===== src/hdl/traffic_pkg.sv =====
package traffic_pkg;

	// width of the encoded phase register
	localparam int phase_width = 4;

	// width of the phase down-counter, wide enough for the 60 cycle greens
	localparam int timer_width = 6;

	// east/west half of the cycle
	// pedestrian path runs walk, flash, dont_walk and then joins at amber
	localparam logic [phase_width-1:0] ph_ew_walk      = 4'd0;
	localparam logic [phase_width-1:0] ph_ew_flash     = 4'd1;
	localparam logic [phase_width-1:0] ph_ew_dont_walk = 4'd2;
	localparam logic [phase_width-1:0] ph_ew_green     = 4'd3;
	localparam logic [phase_width-1:0] ph_ew_amber     = 4'd4;
	localparam logic [phase_width-1:0] ph_all_red_a    = 4'd5;

	// protected southbound left arrow, only on request
	localparam logic [phase_width-1:0] ph_sb_left      = 4'd6;

	// north/south half of the cycle
	localparam logic [phase_width-1:0] ph_ns_walk      = 4'd7;
	localparam logic [phase_width-1:0] ph_ns_flash     = 4'd8;
	localparam logic [phase_width-1:0] ph_ns_dont_walk = 4'd9;
	localparam logic [phase_width-1:0] ph_ns_green     = 4'd10;
	localparam logic [phase_width-1:0] ph_ns_amber     = 4'd11;
	localparam logic [phase_width-1:0] ph_all_red_b    = 4'd12;

	// phase durations in clock cycles
	// walk + flash + dont_walk equals one plain green, so both paths take 60
	localparam logic [timer_width-1:0] dur_walk      = 6'd10;
	localparam logic [timer_width-1:0] dur_flash     = 6'd20;
	localparam logic [timer_width-1:0] dur_dont_walk = 6'd30;
	localparam logic [timer_width-1:0] dur_green     = 6'd60;
	localparam logic [timer_width-1:0] dur_amber     = 6'd6;
	localparam logic [timer_width-1:0] dur_all_red   = 6'd2;

	// left arrow has its own name even though it matches the flash time
	localparam logic [timer_width-1:0] dur_left      = 6'd20;

	// controller wakes up with east/west green and the full green time loaded
	localparam logic [phase_width-1:0] reset_phase   = ph_ew_green;

endpackage


===== src/hdl/phase_timer.sv =====
`timescale 1ns/1ps

module phase_timer (
	input  logic                              clk,
	input  logic                              reset,
	input  logic [traffic_pkg::phase_width-1:0] next_phase,
	output logic                              expired
);

	import traffic_pkg::*;

	// remaining cycles of the current phase, counts down to 1
	logic [timer_width-1:0] count;

	// duration lookup for any phase code
	function automatic logic [timer_width-1:0] phase_duration(
		input logic [phase_width-1:0] ph
	);
		case (ph)
			ph_ew_walk, ph_ns_walk:           phase_duration = dur_walk;
			ph_ew_flash, ph_ns_flash:         phase_duration = dur_flash;
			ph_ew_dont_walk, ph_ns_dont_walk: phase_duration = dur_dont_walk;
			ph_ew_green, ph_ns_green:         phase_duration = dur_green;
			ph_ew_amber, ph_ns_amber:         phase_duration = dur_amber;
			ph_all_red_a, ph_all_red_b:       phase_duration = dur_all_red;
			ph_sb_left:                       phase_duration = dur_left;
			// unused codes fall back to the reset phase time
			default:                          phase_duration = dur_green;
		endcase
	endfunction

	// last cycle of the phase, the sequencer moves on at the next edge
	assign expired = (count == timer_width'(1));

	// reload with the upcoming phase's time on expiry, else count down
	// entering at D and leaving at 1 gives exactly D cycles per phase
	always_ff @(posedge clk or posedge reset) begin
		if (reset) begin
			count <= phase_duration(reset_phase);
		end else if (expired) begin
			count <= phase_duration(next_phase);
		end else begin
			count <= count - timer_width'(1);
		end
	end

endmodule


===== src/hdl/phase_sequencer.sv =====
`timescale 1ns/1ps

module phase_sequencer (
	input  logic                                clk,
	input  logic                                reset,
	input  logic                                expired,
	input  logic                                walk_request,
	input  logic                                southbound_left_request,
	output logic [traffic_pkg::phase_width-1:0] phase,
	output logic [traffic_pkg::phase_width-1:0] next_phase
);

	import traffic_pkg::*;

	// pending requests, held until the serving phase is entered
	logic walk_flag;
	logic left_flag;

	// phase transitions that serve a pending request
	logic enter_walk;
	logic enter_left;

	// next phase choice
	// always formed from the current phase, only taken when the timer expires
	always_comb begin
		case (phase)
			// east/west pedestrian path
			ph_ew_walk:      next_phase = ph_ew_flash;
			ph_ew_flash:     next_phase = ph_ew_dont_walk;
			ph_ew_dont_walk: next_phase = ph_ew_amber;
			ph_ew_green:     next_phase = ph_ew_amber;
			ph_ew_amber:     next_phase = ph_all_red_a;

			// left arrow has priority over the north/south walk
			ph_all_red_a: begin
				if (left_flag) begin
					next_phase = ph_sb_left;
				end else if (walk_flag) begin
					next_phase = ph_ns_walk;
				end else begin
					next_phase = ph_ns_green;
				end
			end

			ph_sb_left: begin
				if (walk_flag) begin
					next_phase = ph_ns_walk;
				end else begin
					next_phase = ph_ns_green;
				end
			end

			// north/south pedestrian path
			ph_ns_walk:      next_phase = ph_ns_flash;
			ph_ns_flash:     next_phase = ph_ns_dont_walk;
			ph_ns_dont_walk: next_phase = ph_ns_amber;
			ph_ns_green:     next_phase = ph_ns_amber;
			ph_ns_amber:     next_phase = ph_all_red_b;

			// back to east/west, with the walk path if someone is waiting
			ph_all_red_b: begin
				if (walk_flag) begin
					next_phase = ph_ew_walk;
				end else begin
					next_phase = ph_ew_green;
				end
			end

			// unused codes recover to the start of the cycle
			default:         next_phase = reset_phase;
		endcase
	end

	// edges that enter a serving phase
	assign enter_walk = expired && ((next_phase == ph_ew_walk) || (next_phase == ph_ns_walk));
	assign enter_left = expired && (next_phase == ph_sb_left);

	// phase register, advances only on the last cycle of a phase
	always_ff @(posedge clk or posedge reset) begin
		if (reset) begin
			phase <= reset_phase;
		end else if (expired) begin
			phase <= next_phase;
		end
	end

	// request flags
	// a request on the clearing edge wins so it is not lost
	always_ff @(posedge clk or posedge reset) begin
		if (reset) begin
			walk_flag <= 1'b0;
			left_flag <= 1'b0;
		end else begin
			walk_flag <= walk_request || (walk_flag && !enter_walk);
			left_flag <= southbound_left_request || (left_flag && !enter_left);
		end
	end

endmodule


===== src/hdl/signal_decoder.sv =====
`timescale 1ns/1ps

module signal_decoder (
	input  logic [traffic_pkg::phase_width-1:0] phase,

	output logic northbound_green,
	output logic northbound_amber,
	output logic northbound_red,
	output logic northbound_walk,
	output logic northbound_flashing_dont_walk,
	output logic northbound_dont_walk,

	output logic southbound_green,
	output logic southbound_amber,
	output logic southbound_red,
	output logic southbound_left,
	output logic southbound_walk,
	output logic southbound_flashing_dont_walk,
	output logic southbound_dont_walk,

	output logic eastbound_green,
	output logic eastbound_amber,
	output logic eastbound_red,
	output logic eastbound_walk,
	output logic eastbound_flashing_dont_walk,
	output logic eastbound_dont_walk,

	output logic westbound_green,
	output logic westbound_amber,
	output logic westbound_red,
	output logic westbound_walk,
	output logic westbound_flashing_dont_walk,
	output logic westbound_dont_walk
);

	import traffic_pkg::*;

	// shared lamp terms, each pair of opposing approaches shows the same aspect
	logic ew_green;
	logic ew_amber;
	logic ew_walk;
	logic ew_flash;
	logic ns_green;
	logic ns_amber;
	logic ns_walk;
	logic ns_flash;
	logic left_arrow;

	// vehicles keep green through the whole pedestrian path
	assign ew_green = (phase == ph_ew_walk) || (phase == ph_ew_flash) ||
		(phase == ph_ew_dont_walk) || (phase == ph_ew_green);
	assign ew_amber = (phase == ph_ew_amber);
	assign ew_walk  = (phase == ph_ew_walk);
	assign ew_flash = (phase == ph_ew_flash);

	assign ns_green = (phase == ph_ns_walk) || (phase == ph_ns_flash) ||
		(phase == ph_ns_dont_walk) || (phase == ph_ns_green);
	assign ns_amber = (phase == ph_ns_amber);
	assign ns_walk  = (phase == ph_ns_walk);
	assign ns_flash = (phase == ph_ns_flash);

	assign left_arrow = (phase == ph_sb_left);

	// east/west vehicle and pedestrian lamps
	assign eastbound_green              = ew_green;
	assign eastbound_amber              = ew_amber;
	assign eastbound_red                = !(ew_green || ew_amber);
	assign eastbound_walk               = ew_walk;
	assign eastbound_flashing_dont_walk = ew_flash;
	assign eastbound_dont_walk          = !(ew_walk || ew_flash);

	assign westbound_green              = ew_green;
	assign westbound_amber              = ew_amber;
	assign westbound_red                = !(ew_green || ew_amber);
	assign westbound_walk               = ew_walk;
	assign westbound_flashing_dont_walk = ew_flash;
	assign westbound_dont_walk          = !(ew_walk || ew_flash);

	// north/south lamps, northbound holds red during the left arrow
	assign northbound_green              = ns_green;
	assign northbound_amber              = ns_amber;
	assign northbound_red                = !(ns_green || ns_amber);
	assign northbound_walk               = ns_walk;
	assign northbound_flashing_dont_walk = ns_flash;
	assign northbound_dont_walk          = !(ns_walk || ns_flash);

	// southbound arrow replaces southbound red while it is lit
	assign southbound_green              = ns_green;
	assign southbound_amber              = ns_amber;
	assign southbound_red                = !(ns_green || ns_amber || left_arrow);
	assign southbound_left               = left_arrow;
	assign southbound_walk               = ns_walk;
	assign southbound_flashing_dont_walk = ns_flash;
	assign southbound_dont_walk          = !(ns_walk || ns_flash);

endmodule


===== src/hdl/traffic_signal_controller.sv =====
`timescale 1ns/1ps

module traffic_signal_controller (
	input  logic clk,
	input  logic reset,
	input  logic walk_request,
	input  logic southbound_left_request,

	output logic northbound_green,
	output logic northbound_amber,
	output logic northbound_red,
	output logic northbound_walk,
	output logic northbound_flashing_dont_walk,
	output logic northbound_dont_walk,

	output logic southbound_green,
	output logic southbound_amber,
	output logic southbound_red,
	output logic southbound_left,
	output logic southbound_walk,
	output logic southbound_flashing_dont_walk,
	output logic southbound_dont_walk,

	output logic eastbound_green,
	output logic eastbound_amber,
	output logic eastbound_red,
	output logic eastbound_walk,
	output logic eastbound_flashing_dont_walk,
	output logic eastbound_dont_walk,

	output logic westbound_green,
	output logic westbound_amber,
	output logic westbound_red,
	output logic westbound_walk,
	output logic westbound_flashing_dont_walk,
	output logic westbound_dont_walk
);

	import traffic_pkg::*;

	// current and upcoming phase from the sequencer
	logic [phase_width-1:0] phase;
	logic [phase_width-1:0] next_phase;
	// last cycle of the current phase
	logic                   expired;

	// times each phase and reloads with the next phase's duration
	phase_timer i_timer (
		.clk        (clk),
		.reset      (reset),
		.next_phase (next_phase),
		.expired    (expired)
	);

	// phase register and request flags
	phase_sequencer i_sequencer (
		.clk                     (clk),
		.reset                   (reset),
		.expired                 (expired),
		.walk_request            (walk_request),
		.southbound_left_request (southbound_left_request),
		.phase                   (phase),
		.next_phase              (next_phase)
	);

	// lamps follow the phase combinationally
	signal_decoder i_decoder (
		.phase                         (phase),
		.northbound_green              (northbound_green),
		.northbound_amber              (northbound_amber),
		.northbound_red                (northbound_red),
		.northbound_walk               (northbound_walk),
		.northbound_flashing_dont_walk (northbound_flashing_dont_walk),
		.northbound_dont_walk          (northbound_dont_walk),
		.southbound_green              (southbound_green),
		.southbound_amber              (southbound_amber),
		.southbound_red                (southbound_red),
		.southbound_left               (southbound_left),
		.southbound_walk               (southbound_walk),
		.southbound_flashing_dont_walk (southbound_flashing_dont_walk),
		.southbound_dont_walk          (southbound_dont_walk),
		.eastbound_green               (eastbound_green),
		.eastbound_amber               (eastbound_amber),
		.eastbound_red                 (eastbound_red),
		.eastbound_walk                (eastbound_walk),
		.eastbound_flashing_dont_walk  (eastbound_flashing_dont_walk),
		.eastbound_dont_walk           (eastbound_dont_walk),
		.westbound_green               (westbound_green),
		.westbound_amber               (westbound_amber),
		.westbound_red                 (westbound_red),
		.westbound_walk                (westbound_walk),
		.westbound_flashing_dont_walk  (westbound_flashing_dont_walk),
		.westbound_dont_walk           (westbound_dont_walk)
	);

endmodule


===== config.mk =====
export PLATFORM = sky130hd
export DESIGN_NAME = traffic_signal_controller
export DESIGN_NICKNAME = d
export VERILOG_FILES = /design/src/hdl/traffic_pkg.sv /design/src/hdl/phase_timer.sv /design/src/hdl/phase_sequencer.sv /design/src/hdl/signal_decoder.sv /design/src/hdl/traffic_signal_controller.sv
export SDC_FILE = /design/constraint.sdc
export NUM_CORES = 1
export LEC_CHECK = 0
export BUFFER_PORTS_ARGS = -buffer_cell sky130_fd_sc_hd__buf_2
export CAP_MARGIN = 0
export CORE_ASPECT_RATIO = 1.25
export CORE_MARGIN = 2
export CORE_UTILIZATION = 56
export CTS_CLUSTER_SIZE = 30
export DETAILED_ROUTE_END_ITERATION = 12
export MAX_ROUTING_LAYER = met4
export PLACE_DENSITY = 0.91
export SLEW_MARGIN = 20
export SYNTH_ARGS = -nofsm -noshare
export SYNTH_HDL_FRONTEND = slang
export SYNTH_SLANG_ARGS = --single-unit

===== constraint.sdc =====
create_clock -name clk -period 3.1 [get_ports clk]
set_input_delay 0.31 -clock clk [delete_from_list [all_inputs] [get_ports clk]]
set_output_delay 0.31 -clock clk [all_outputs]
set_load 0.01 [all_outputs]

Yosys cells after proc, flatten, opt, wreduce, memory -nomap -nowiden
Memory sizes are Yosys's and may differ from the RTL's.
Index checks and enable logic that the tools add are counted.

storage, ports and cells
  register bits = 12
  bits in read-only memories = 80
  bits of input ports = 4
  output and inout bits = 25
  memories kept = 1

operators by class
  add/sub/neg operators = 1
  equality and inequality tests = 15
  muxes and demuxes = 5
  reductions and logical operators = 27

memories
  name             depth  width  read ports  clocked after Yosys merged registers in  write ports  RTL line           text
  (no name shown)  16     5      1           0                                        0            phase_timer.sv:19  case (ph)

operators by type and width
  operator               number
  $pmux W4 S11           1
  $eq A4 B3 Y1 const B   6
  $eq A4 B4 Y1 const B   5
  $logic_or A1 B1 Y1     12
  $eq A4 B2 Y1 const B   2
  $logic_not A4 Y1       2
  $mux W4                2
  $logic_not A1 Y1       7
  $eq A6 B1 Y1 const B   1
  $mux W6                1
  $sub A6 B1 Y6 const B  1
  $eq A4 B1 Y1 const B   1
  $logic_and A1 B1 Y1    4
  $reduce_or A2 Y1       2
  $mux W2                1

Logic depth before layout (Yosys ltp)
Gate-level depths: netlist (run 1).

  depth in word-level cells = 9
  depth in mapped cells = 8
  depth with buffers taken out = 7

By module
From an unflattened synthesis (run 1), not the netlist that was laid out.

unflattened totals
  cell total of the unflattened synthesis = 145
  area total of the unflattened synthesis = 1202.4 um^2

modules (own cells, without submodules)
  module           times used  cells an instance  area each (um^2)  sequential area each (um^2)
  phase_timer      1           60                 529.3             155.1
  phase_sequencer  1           55                 456.7             152.6
  signal_decoder   1           30                 216.5             0.0

Worst setup path before layout (run 1)
Ideal clock, no wire load.

  path type = register to register
  from = reg i_sequencer.phase[0] in the netlist's numbering
  to = reg i_timer.count[3]
  library setup time = 80 ps
  data arrival time = 1853 ps
  setup slack = 1167 ps
  cell stages (with the launch flop) = 8
  path through = dfstp_2 > buf_2 > nor4_1 > nor3_1 > inv_1 > ha_1 > a211o_1 > o221ai_2

on the way
  word-level cells in the longest chain between the ends = 5
  elaborated cells on any way between the ends = 18

RTL lines
  element                                              RTL line               text
  start: declaration                                   phase_sequencer.sv:9   output logic [traffic_pkg::phase_width-1:0] phase,
  start signal: assignment                             phase_sequencer.sv:81  phase <= reset_phase;
  start signal: assignment                             phase_sequencer.sv:83  phase <= next_phase;
  $eq A4 B4 Y1 / $eq A4 B2 Y1 (equally long branches)  phase_sequencer.sv:26  case (phase)
  $reduce_or A2 Y1 (no source line)                    --
  $pmux W4 S11 *                                       phase_sequencer.sv:26
  net i_sequencer.next_phase, one bit                  phase_sequencer.sv:10  output logic [traffic_pkg::phase_width-1:0] next_phase
  $mem_v2 Z16 W5 *                                     --
  $mux W6 *                                            phase_timer.sv:40      end else if (expired) begin
  end signal: assignment                               phase_timer.sv:39      count <= phase_duration(reset_phase);
  end signal: assignment                               phase_timer.sv:41      count <= phase_duration(next_phase);
  end signal: assignment                               phase_timer.sv:43      count <= count - timer_width'(1);
  end: declaration                                     phase_timer.sv:13      logic [timer_width-1:0] count;

The timed path passes the listed nets; every way through them passes the cells marked *.
A chain may end at the register's enable or synchronous reset.

Final worst setup path (run 1)
  from = reg i_sequencer.phase[2] in the netlist's numbering
  to = reg i_timer.count[3]

The elaborated chain is that of the path after synthesis.

==> metrics.txt, run 1 <==
Critical Path RT=3.30 ns; Filler cells=161; remaining antenna violation count=0; Starting Density=60.1%; fmax=440 MHz; CP Cell Sequence=o2bb2ai_1, a21oi_1, nor3_1, inv_1, ha_1, a211o_1, o221ai_2; post-CTS repair timing setup buffer count=0; Synth Register Bits=12; Synth Area in XOR/XNOR=3.22%; Post-synth EDFFs=0; Cell Pwr Density=232 mW/mm2; area of the die=0.00231 mm2; IO Count=29; Layout Cells excl Fill=170; Post-CTS Resized=0; RSZ-0062 raised after global routing=false; Worst setup EP type=flop; routed len/inst=14.8 um; post-placement cell area=0.00112 mm2; launching point of the worst reg2reg path=i_sequencer.phase[2]; Rows=17; DRC=0; htree depth=1; synth top area cells=dfstp_2 (14%), dfrtp_1 (14%), buf_4 (7.6%), ha_1 (5.8%), nand2_1 (5.5%); crit share post-route=73.3%; Yosys Warn Count=0; CTS Buf Count=3; TritonCTS clock tree=built; slowest CP cell=dfrtp_1; Syn Inst Count=139; Buf/Inv on CP=1; I/O Buffers=28; first-pass GRT wire length=4050 um; Final HPWL DP=1900 um; CP arrival=2.47 ns; post-synthesis sequential area ratio=28.3%; R2R setup slack=0.83 ns; number of library cell types mapped by synthesis=40; FF-to-FF End=i_timer.count[3]; dpl cells=166; area of the multi-input gates=609 um2; Final Critical Period=2.27 ns; diode count=0; CP peak stage delay=0.60 ns; Main synth FF type=dfstp_2; post-synth top area share=14.5%; min-delay worst type=in2async; final instance area=0.00114 mm2; syn nets=148; max cap viols=0; mux contribution to synthesized area=0.921%; VDD IR-drop max=0.266 mV; Max Root-Sink Buffers=2; count leader, synth=nand2_1; Final Setup Violations=0; clk sink count=12; Layout Nets=161; share of layout cells above drive strength 1=27.2%; root buffer cell=clkbuf_4; Worst Clk Skew=0.00360 ns; initial antenna violation count=0; R2R cell count=7; Critical Setup Path Class=reg2reg; Die X-Extent=43.4 um; sequential cell area=308 um2; largest family of logic cells by synthesized area=simple AND/OR/NAND/NOR gates; post-route setup slack=0.829 ns; Overflow after GRT=0; pin count of the biggest net entering global routing=19; first drt pass iteration count=4; Core ar.=0.00181 mm2; drt total wl=2510 um; pre-CTS setup slack=0.842 ns; worst-margin pin slew=0.506 ns; Pleak=0.536 nW; drt via density=6.00; Synth area leader=dfstp_2; clk slew on worst S/H paths=0.07 ns; Synth Area in Compound Gates=22.4%; asr flop ratio synth=100%; Iter 0 DRT Violations=24; GPL Wtd Cong=0.914; CP top delay family=compound AO/OA/AOI/OAI gates; simple-gate area share of the yosys netlist=23.7%; gr usage total=24.7%; vias=1020; clock insertion delay at the later pin of the skew report=0.28 ns; Crit Path Max Fanout=15; CTS Hold Buffers Added=0; Synth-to-Final Area Change=5.29%; vias in the first global route=934; mapped cell area=0.00109 mm2; Design Power=0.000265 W; Synth Area in Adders=5.75%; syn_area_per_cell=7.82 um2; synth cell count leaders=nand2_1 (16), nor2_1 (14), buf_4 (11), inv_1 (8); final count of hold timing violations=0; status=complete, no violations; Max-Slew Margin vs Limit=66.0%; Slew Limit Fails=0; startpoint types=flop; Die Y=53.3 um; total negative slack=0 ns
[routing by layer]
| metal | GRT usage [%] | vias to the layer above | wire length, um |
|---|---|---|---|
| li1 | - | 495 | - |
| met1 | 26.6 | 468 | 1050 |
| met2 | 43.3 | 52 | 1240 |
| met3 | 3.07 | 5 | 174 |
| met4 | 14.1 | 0 | 44 |
| met5 | - | - | 0 |
[final cells by class]
cell class                 instances  area share (%)
inverter                           8            2.62
clock buffer                       4            2.30
tap                               19            2.08
sequential                        12            26.9
multi-input combinational         98            53.2
timing repair buffer              29            12.9
[worst reg2reg max path: cells and delay by family (launching register included)]
| kind | cells | cell delay, ns |
|---|---|---|
| AOI/OAI and AO/OA | 4 | 0.75 |
| and+or+nand+nor | 1 | 0.42 |
| buffers and inverters | 1 | 0.16 |
| adders and majority gates | 1 | 0.26 |
| DFF | 1 | 0.60 |
[worst max-delay path by stage]
stage | startpoint | to | slack, ns | cells after the start
2_1_floorplan | i_sequencer.phase[0] | i_timer.count[3] | 1.17 | 7
3_3_place_gp | i_sequencer.phase[1] | i_timer.count[3] | 0.99 | 6
3_5_place_dp | i_sequencer.phase[2] | i_timer.count[3] | 0.84 | 7
4_1_cts | i_sequencer.phase[2] | i_timer.count[3] | 0.83 | 7
5_1_grt | i_sequencer.phase[2] | i_timer.count[3] | 0.65 | 7
6_report | i_sequencer.phase[2] | i_timer.count[3] | 0.83 | 7
[cell usage in the layout, fill, tap and decap left out, drive strengths merged, types with 3 or more instances in the layout]
cell    count
a21oi       6
a31oi       3
buf        29
clkbuf      4
dfrtp       6
dfstp       6
ha          5
inv         8
nand2      16
nand2b      4
nor2       15
nor2b       4
nor3        5
o21ai       6
o221ai      4
[kinds of logic (layout without fill, tap and decap cells)]
| kind of cell | count (synthesis) | count (layout) |
|---|---|---|
| flops | 12 | 12 |
| mux | 1 | 1 |
| buf+inv | 29 | 41 |
| simple gates | 54 | 54 |
| xor+xnor | 4 | 4 |
| fa+ha+maj | 5 | 5 |
| compound gates | 34 | 34 |
[sequential cells by signal (all words and copies together), names as in the netlist]
| signal | flops |
|---|---|
| i_timer.count | 6 |
| i_sequencer.left_flag | 1 |
| i_sequencer.walk_flag | 1 |
| i_sequencer.phase | 4 |
[report_power, final]
group / internal, W / switching (W)
Combinational: 0.00000140 / 0.00000349
Sequential: 0.000157 / 0.0000000000000000000587
Clock: 0.0000501 / 0.0000537
Total: 0.000208 / 0.0000572
[metrics by stage]
| stage | hold slack [ns] | util (%) |
|---|---|---|
| 2_1_floorplan | 0.170 | - |
| 3_3_place_gp | 0.326 | 61.9 |
| 3_5_place_dp | 0.339 | 61.9 |
| 4_1_cts | 0.0343 | 63.3 |
| 5_1_grt | 0.0630 | 63.3 |
| 6_report | 0.0285 | 63.3 |
No activity file was read; power rests on OpenSTA's default activity.
==> run 2, diff against run 1 <==
--- a/config.mk
+++ b/config.mk
@@ -5,15 +5,16 @@
 export SDC_FILE = /design/constraint.sdc
 export NUM_CORES = 1
 export LEC_CHECK = 0
+export ABC_AREA = 1
 export BUFFER_PORTS_ARGS = -buffer_cell sky130_fd_sc_hd__buf_2
 export CAP_MARGIN = 0
 export CORE_ASPECT_RATIO = 1.25
 export CORE_MARGIN = 2
-export CORE_UTILIZATION = 56
+export CORE_UTILIZATION = 52
 export CTS_CLUSTER_SIZE = 30
 export DETAILED_ROUTE_END_ITERATION = 12
 export MAX_ROUTING_LAYER = met4
-export PLACE_DENSITY = 0.91
+export PLACE_DENSITY = 0.86
 export SLEW_MARGIN = 20
 export SYNTH_ARGS = -nofsm -noshare
 export SYNTH_HDL_FRONTEND = slang
==> constraint.sdc (replaced) <==
create_clock -name clk -period 2.3 [get_ports clk]
set_input_delay 0.23 -clock clk [delete_from_list [all_inputs] [get_ports clk]]
set_output_delay 0.23 -clock clk [all_outputs]
set_load 0.01 [all_outputs]
==> metrics.txt, run 2 <==
sequential cell area=308 um2 (unchanged); Layout Cells excl Fill=217 (was 170); remaining antenna violation count=0 (unchanged); max reg flops=6 (unchanged); Syn Inst Count=175 (was 139); I/O Buffers=28 (unchanged); post-CTS repair timing setup buffer count=0 (unchanged); asr flop ratio synth=100% (unchanged); Cell Pwr Density=295 mW/mm2 (was 232 mW/mm2); VDD IR-drop max=0.266 mV (about the same); Max Root-Sink Buffers=2 (unchanged); clk slew on worst S/H paths=0.08 ns (was 0.07 ns); Largest Register=i_timer.count (unchanged); vias=1173 (was 1020); GPL Wtd Cong=0.911 (was 0.914); top flop regs=i_timer.count (6), i_sequencer.phase (4) (unchanged); Synth Area in Adders=5.62% (was 5.75%); Core ar.=0.00200 mm2 (was 0.00181 mm2); Pleak=0.771 nW (was 0.536 nW); Max-Slew Margin vs Limit=69.0% (was 66.0%); Worst setup EP type=flop (unchanged); count leader, synth=nand2_1 (unchanged); Synth area leader=nand2_1 (was dfstp_2); leading cell type in the layout, fill and taps excluded=nand2_1 (was buf_2); DRC=0 (unchanged); area of the die=0.00253 mm2 (was 0.00231 mm2); clock insertion delay at the later pin of the skew report=0.28 ns (about the same); TritonCTS clock tree=built (unchanged); worst-margin pin slew=0.464 ns (was 0.506 ns); Synth-to-Final Area Change=10.7% (was 5.29%); Filler cells=188 (was 161); Critical Path RT=2.53 ns (was 3.30 ns); status=complete, no violations (unchanged); Synth Area in Compound Gates=4.50% (was 22.4%); drt total wl=2430 um (was 2510 um); initial antenna violation count=0 (unchanged); Crit Path Max Fanout=6 (was 15); mux contribution to synthesized area=0% (was 0.921%); Rows=18 (was 17); Finished Core Util=61.4% (was 63.3%); clk sink count=12 (unchanged); startpoint types=flop (unchanged); root buffer cell=clkbuf_4 (unchanged); Post-synth EDFFs=0 (unchanged); area of the multi-input gates=606 um2 (was 609 um2); number of library cell types mapped by synthesis=25 (was 40); final count of hold timing violations=0 (unchanged); first-pass GRT wire length=4150 um (was 4050 um); gr usage total=21.6% (was 24.7%); Synth Area in XOR/XNOR=2.36% (was 3.22%); Layout Nets=207 (was 161); Final HPWL DP=1990 um (was 1900 um); drt via density=5.41 (was 6.00); vias in the first global route=1038 (was 934); synth top area cells=nand2_1 (18%), dfstp_2 (14%), dfrtp_1 (13%), inv_1 (9.8%), buf_4 (7.4%) (was dfstp_2 (14%), dfrtp_1 (14%), buf_4 (7.6%), ha_1 (5.8%), nand2_1 (5.5%)); share of layout cells above drive strength 1=24.9% (was 27.2%); fmax=486 MHz (was 440 MHz); synth cell count leaders=nand2_1 (53), inv_1 (29), nor2_1 (22), nand3_1 (12), buf_4 (11) (was nand2_1 (16), nor2_1 (14), buf_4 (11), inv_1 (8)); simple-gate area share of the yosys netlist=42.0% (was 23.7%); routed len/inst=11.2 um (was 14.8 um); largest family of logic cells by synthesized area=simple AND/OR/NAND/NOR gates (unchanged); final instance area=0.00123 mm2 (was 0.00114 mm2); CP arrival=2.28 ns (was 2.47 ns); Starting Density=55.5% (was 60.1%); Critical Setup Path Class=reg2reg (unchanged); first drt pass iteration count=4 (unchanged); most frequent cells in the layout=nand2_1 (53), inv_1 (29), buf_2 (28) (was buf_2 (28), nand2_1 (16), nor2_1 (14)); post-synth top area share=17.9% (was 14.5%); total negative slack=0 ns (unchanged); R2R setup slack=0.24 ns (was 0.83 ns); syn nets=184 (was 148); RSZ-0062 raised after global routing=false (unchanged); Slew Limit Fails=0 (unchanged); Main synth FF type=dfstp_2 (unchanged); syn_area_per_cell=6.36 um2 (was 7.82 um2); Iter 0 DRT Violations=51 (was 24); CTS Buf Count=3 (unchanged); Final Setup Violations=0 (unchanged); htree depth=1 (unchanged); max cap viols=0 (unchanged); min-delay worst type=in2reg (was in2async); Die X-Extent=45.4 um (was 43.4 um); Synth Register Bits=12 (unchanged); Final Critical Period=2.06 ns (was 2.27 ns); IO Count=29 (unchanged); post-placement cell area=0.00119 mm2 (was 0.00112 mm2); post-synthesis sequential area ratio=27.7% (was 28.3%); Worst Clk Skew=0.000981 ns (was 0.00360 ns); Die Y=55.7 um (was 53.3 um); dpl cells=212 (was 166); Overflow after GRT=0 (unchanged); crit share post-route=89.5% (was 73.3%); pin count of the biggest net entering global routing=13 (was 19); diode count=0 (unchanged); mapped cell area=0.00111 mm2 (was 0.00109 mm2); Yosys Warn Count=0 (unchanged)
==> run 2: changes by cell type after synthesis, sizes merged, moves of 4 or more <==
| cell | previous run | this run |
|---|---|---|
| nand2b | 4 | 0 |
| a21oi | 6 | 2 |
| nor2 | 15 | 26 |
| inv | 8 | 30 |
| nor2b | 4 | 0 |
| nand2 | 16 | 55 |
| buf | 17 | 11 |
| clkbuf | 4 | 0 |
| nand3 | 2 | 14 |
| o221ai | 4 | 0 |
==> run 2: cell families (layout without fill, tap and decap cells) <==
logic type,Yosys count,count (layout)
xor gates and xnor gates,3,3
adders and majority gates,5,5
DFF,12,12
and+or+nand+nor,104,104
AOI/OAI and AO/OA,9,9
buffers and inverters,42,64
==> run 2: through the flow <==
step                total power, W  hold WS, ns  setup slack [ns]
floorplan                 0.000219       0.0904             0.558
global placement          0.000222        0.261             0.348
CTS                       0.000362        0.137             0.274
finish                    0.000364        0.138             0.242
detailed placement        0.000222        0.261             0.286
global route              0.000373        0.146             0.100
==> run 2: worst paths after layout <==
check | startpoint | endpoint | cells after the start
worst max-delay path | i_sequencer.phase[1] | i_sequencer.walk_flag | 13
worst min-delay path | walk_request | i_sequencer.walk_flag | 3
worst max register to register | i_sequencer.phase[1] | i_sequencer.walk_flag | 13
worst min register to register | i_sequencer.phase[1] | i_sequencer.phase[1] | 2
max in group asynchronous | reset | i_sequencer.phase[1] | 3
min in group asynchronous | reset | i_sequencer.left_flag | 3
==> run 2: layer usage <==
metal  track usage (%)  wire (um)
met4              5.88         28
met3              1.95        152
met5                 -          0
met2              38.6       1260
met1              24.6        987
==> run 2: power by group <==
part	total [W]	switching [W]	internal, W
combinational	0.00000858	0.00000521	0.00000338
sequential	0.000211	0	0.000211
clock	0.000144	0.0000762	0.0000675
==> run 2: critical path: stages (launching register included) <==
cell,delay [ns]
dfstp_2,0.57
inv_1,0.07
nand2_1,0.11
inv_1,0.08
nand2_1,0.08
nand2_1,0.07
nor3_2,0.32
inv_1,0.12
ha_1,0.22
nor2_1,0.12
nor2_1,0.06
nand2_1,0.06
nand2_1,0.04
nand2_1,0.06
==> run 2: what timing repair did <==
action	4_1_cts	5_1_grt
hold buffers	1	0
gates resized for setup	0	0
endpoints found under the hold margin	6	0
==> run 2: final cells by class <==
| class | count | area share, % |
|---|---|---|
| multi-input combinational | 121 | 49.2 |
| sequential | 12 | 25.0 |
| timing repair buffer | 29 | 12.2 |
| inverter | 31 | 9.45 |
| clock buffer | 4 | 2.13 |
| tap | 20 | 2.03 |
==> run 3, diff against run 2 <==
--- a/config.mk
+++ b/config.mk
@@ -6,15 +6,15 @@
 export NUM_CORES = 1
 export LEC_CHECK = 0
 export ABC_AREA = 1
-export BUFFER_PORTS_ARGS = -buffer_cell sky130_fd_sc_hd__buf_2
 export CAP_MARGIN = 0
 export CORE_ASPECT_RATIO = 1.25
 export CORE_MARGIN = 2
-export CORE_UTILIZATION = 52
+export CORE_UTILIZATION = 45
 export CTS_CLUSTER_SIZE = 30
 export DETAILED_ROUTE_END_ITERATION = 12
+export DONT_BUFFER_PORTS = 1
 export MAX_ROUTING_LAYER = met4
-export PLACE_DENSITY = 0.86
+export PLACE_DENSITY = 0.69
 export SLEW_MARGIN = 20
 export SYNTH_ARGS = -nofsm -noshare
 export SYNTH_HDL_FRONTEND = slang
==> constraint.sdc (replaced) <==
create_clock -name clk -period 1.8 [get_ports clk]
set_input_delay 0.18 -clock clk [delete_from_list [all_inputs] [get_ports clk]]
set_output_delay 0.18 -clock clk [all_outputs]
set_load 0.01 [all_outputs]
==> metrics.txt, run 3 (synthesis gave the netlist of run 2 again) <==
status=finished, violations left (was complete, no violations); failing checks=negative setup slack; htree depth=1 (unchanged); Max Root-Sink Buffers=2 (unchanged); first drt pass iteration count=4 (unchanged); min-delay worst type=in2async (was in2reg); area of the die=0.00289 mm2 (was 0.00253 mm2); vias in the first global route=1188 (was 1038); Cell Pwr Density=298 mW/mm2 (was 295 mW/mm2); Internal=0.000361 W (was 0.000282 W); R2R setup slack=-0.06 ns (was 0.24 ns); Hold WS=0.338 ns (was 0.138 ns); dpl cells=225 (was 212); worst setup path start=i_sequencer.phase[1] (unchanged); leading cell type in the layout, fill and taps excluded=nand2_1 (unchanged); top flop regs=i_timer.count (6), i_sequencer.phase (4) (unchanged); Layout Cells excl Fill=237 (was 217); gr usage total=20.7% (was 21.6%); I/O Buffers=0 (was 28); diode count=0 (unchanged); startpoint types=flop (unchanged); Final Critical Period=1.86 ns (was 2.06 ns); Starting Density=46.3% (was 55.5%); root buffer cell=clkbuf_4 (unchanged); drt via density=4.96 (was 5.41); Synth-to-Final Area Change=38.8% (was 10.7%); drt total wl=2870 um (was 2430 um); TritonCTS clock tree=built (unchanged); clock insertion delay at the later pin of the skew report=0.28 ns (about the same); Final Setup Violations=3 (was 0); Layout Nets=214 (was 207); DRC=0 (unchanged); Critical Path RT=1.97 ns (was 2.53 ns); slowest CP cell=dfstp_2 (unchanged); Die X-Extent=48.5 um (was 45.4 um); launching point of the worst reg2reg path=i_sequencer.phase[1] (unchanged); Overflow after GRT=0 (unchanged); vias=1175 (was 1173); post-route setup slack=-0.0611 ns (was 0.242 ns); share of layout cells above drive strength 1=44.6% (was 24.9%); first-pass GRT wire length=4520 um (was 4150 um); FF-to-FF End=i_sequencer.left_flag (was i_sequencer.walk_flag); Clock power frac=39.0% (was 39.5%); Crit Path Max Fanout=5 (was 6); IO Count=29 (unchanged); total negative slack=-0.106 ns (was 0 ns); worst-margin pin slew=0.449 ns (was 0.464 ns); Top cell by count, worst path=inv_2 (was nand2_1); Worst Clk Skew=0.00192 ns (was 0.000981 ns); CTS Buf Count=3 (unchanged); Seq pwr share=58.6% (was 58.1%); Die Y=59.6 um (was 55.7 um); RSZ-0062 raised after global routing=true (was false); Largest Register=i_timer.count (unchanged); GPL Wtd Cong=0.875 (was 0.911); Iter 0 DRT Violations=13 (was 51); max reg flops=6 (unchanged); Rows=20 (was 18); Combinational Power Share=2.4% (about the same); remaining antenna violation count=0 (unchanged); Max-Slew Margin vs Limit=70.1% (was 69.0%); Final HPWL DP=2140 um (was 1990 um); Slew Limit Fails=0 (unchanged); Pleak=0.832 nW (was 0.771 nW); routed len/inst=12.1 um (was 11.2 um); CP Cell Sequence=inv_2, nand2_1, nand3_2, nand2_2, nor3_4, inv_2, ha_1, inv_1, nor3_1, o21bai_1 (was inv_1, nand2_1, inv_1, nand2_1, nand2_1, nor3_2, inv_1, ha_1, nor2_1, nor2_1, nand2_1, nand2_1, nand2_1); Design Power=0.000461 W (was 0.000364 W); clk slew on worst S/H paths=0.07 ns (was 0.08 ns); Sw Pwr=0.0000997 W (was 0.0000814 W); Filler cells=198 (was 188); CP top delay family=simple AND/OR/NAND/NOR gates (unchanged); R2R cell count=10 (was 13); Worst setup EP type=flop (unchanged); final count of hold timing violations=0 (unchanged); CP arrival=2.03 ns (was 2.28 ns); clk sink count=12 (unchanged); fmax=537 MHz (was 486 MHz); CP peak stage delay=0.58 ns (was 0.57 ns); VDD IR-drop max=0.345 mV (was 0.266 mV); most frequent cells in the layout=nand2_1 (41), buf_4 (32), inv_1 (23) (was nand2_1 (53), inv_1 (29), buf_2 (28)); crit share post-route=103% (was 89.5%); max cap viols=0 (unchanged); initial antenna violation count=0 (unchanged); Core ar.=0.00240 mm2 (was 0.00200 mm2); Critical Setup Path Class=reg2reg (unchanged); pin count of the biggest net entering global routing=13 (unchanged); Buf/Inv on CP=3 (unchanged); Net Sw Frac=21.6% (was 22.4%)
## run 3: changes by cell type in the layout (fill, tap and decap cells not counted), moves of 6 or more
cell / change
nor2_1: -9
inv_1: -6
nand2_1: -12
buf_4: +32
buf_2: -28
nand2_2: +8
## run 3: layout make-up
class / count / area [um2] / share of cell area, %
Multi-Input combinational cell: 121 / 763 / 49.4
Sequential cell: 12 / 310 / 20.1
Timing Repair Buffer: 36 / 282 / 18.2
Inverter: 31 / 121 / 7.86
Clock buffer: 4 / 26.3 / 1.70
Tap cell: 33 / 41.3 / 2.67
## run 3: per-layer routing
metal | share of wire, % | vias up | track usage (%) | wire (um)
met5 | 0 | - | - | 0
met2 | 56 | 28 | 43.3 | 1610
met1 | 38 | 552 | 17.6 | 1090
met3 | 3.0 | 11 | 2.02 | 87
li1 | - | 584 | - | -
met4 | 2.9 | 0 | 12.2 | 82
## run 3: per-stage QoR
step	cell area (um2)	utilization (%)	setup WS, ns
3_5_place_dp	1280	53.3	-0.0814
4_1_cts	1360	56.6	0.00106
2_1_floorplan	1110	-	0.0583
5_1_grt	1540	64.3	-0.150
3_3_place_gp	1280	53.3	-0.0414
6_report	1540	64.3	-0.0611
## run 3: power groups by stage
stage | Combinational, W | Clock [W] | Sequential [W]
after floorplan | 0.00000476 | 0 | 0.000275
after global placement | 0.00000663 | 0 | 0.000275
after detailed placement | 0.00000666 | 0 | 0.000275
after CTS | 0.0000101 | 0.000184 | 0.000270
after global routing | 0.0000131 | 0.000198 | 0.000270
final | 0.0000112 | 0.000180 | 0.000270
## run 3: repair_timing
| action | 4_1_cts | 5_1_grt |
|---|---|---|
| hold endpoints to repair | 7 | 1 |
| gates resized for setup | 6 | 47 |
| setup buffers | 1 | 4 |
| setup endpoints to repair | 9 | 14 |
| pin swaps | 3 | 12 |
| hold buffers | 2 | 1 |
## run 3: worst max path at each step
| stage | to | slack (ns) | cells past startpoint |
|---|---|---|---|
| CTS | i_timer.count[3] | 0.001 | 12 |
| floorplan | i_timer.count[3] | 0.06 | 13 |
| global placement | i_timer.count[4] | -0.04 | 13 |
| global route | i_timer.count[3] | -0.15 | 13 |
| detailed placement | i_timer.count[4] | -0.08 | 13 |
| finish | i_sequencer.left_flag | -0.06 | 10 |
## run 3: worst reg2reg max path, delay by kind of cell, from the launching register on
family / cells / cell delay [ns]
buffers and inverters: 3 / 0.19
AO/OA/AOI/OAI: 1 / 0.09
adder cells (fa/ha/maj): 1 / 0.17
flip-flops: 1 / 0.58
AND/OR/NAND/NOR: 5 / 0.72
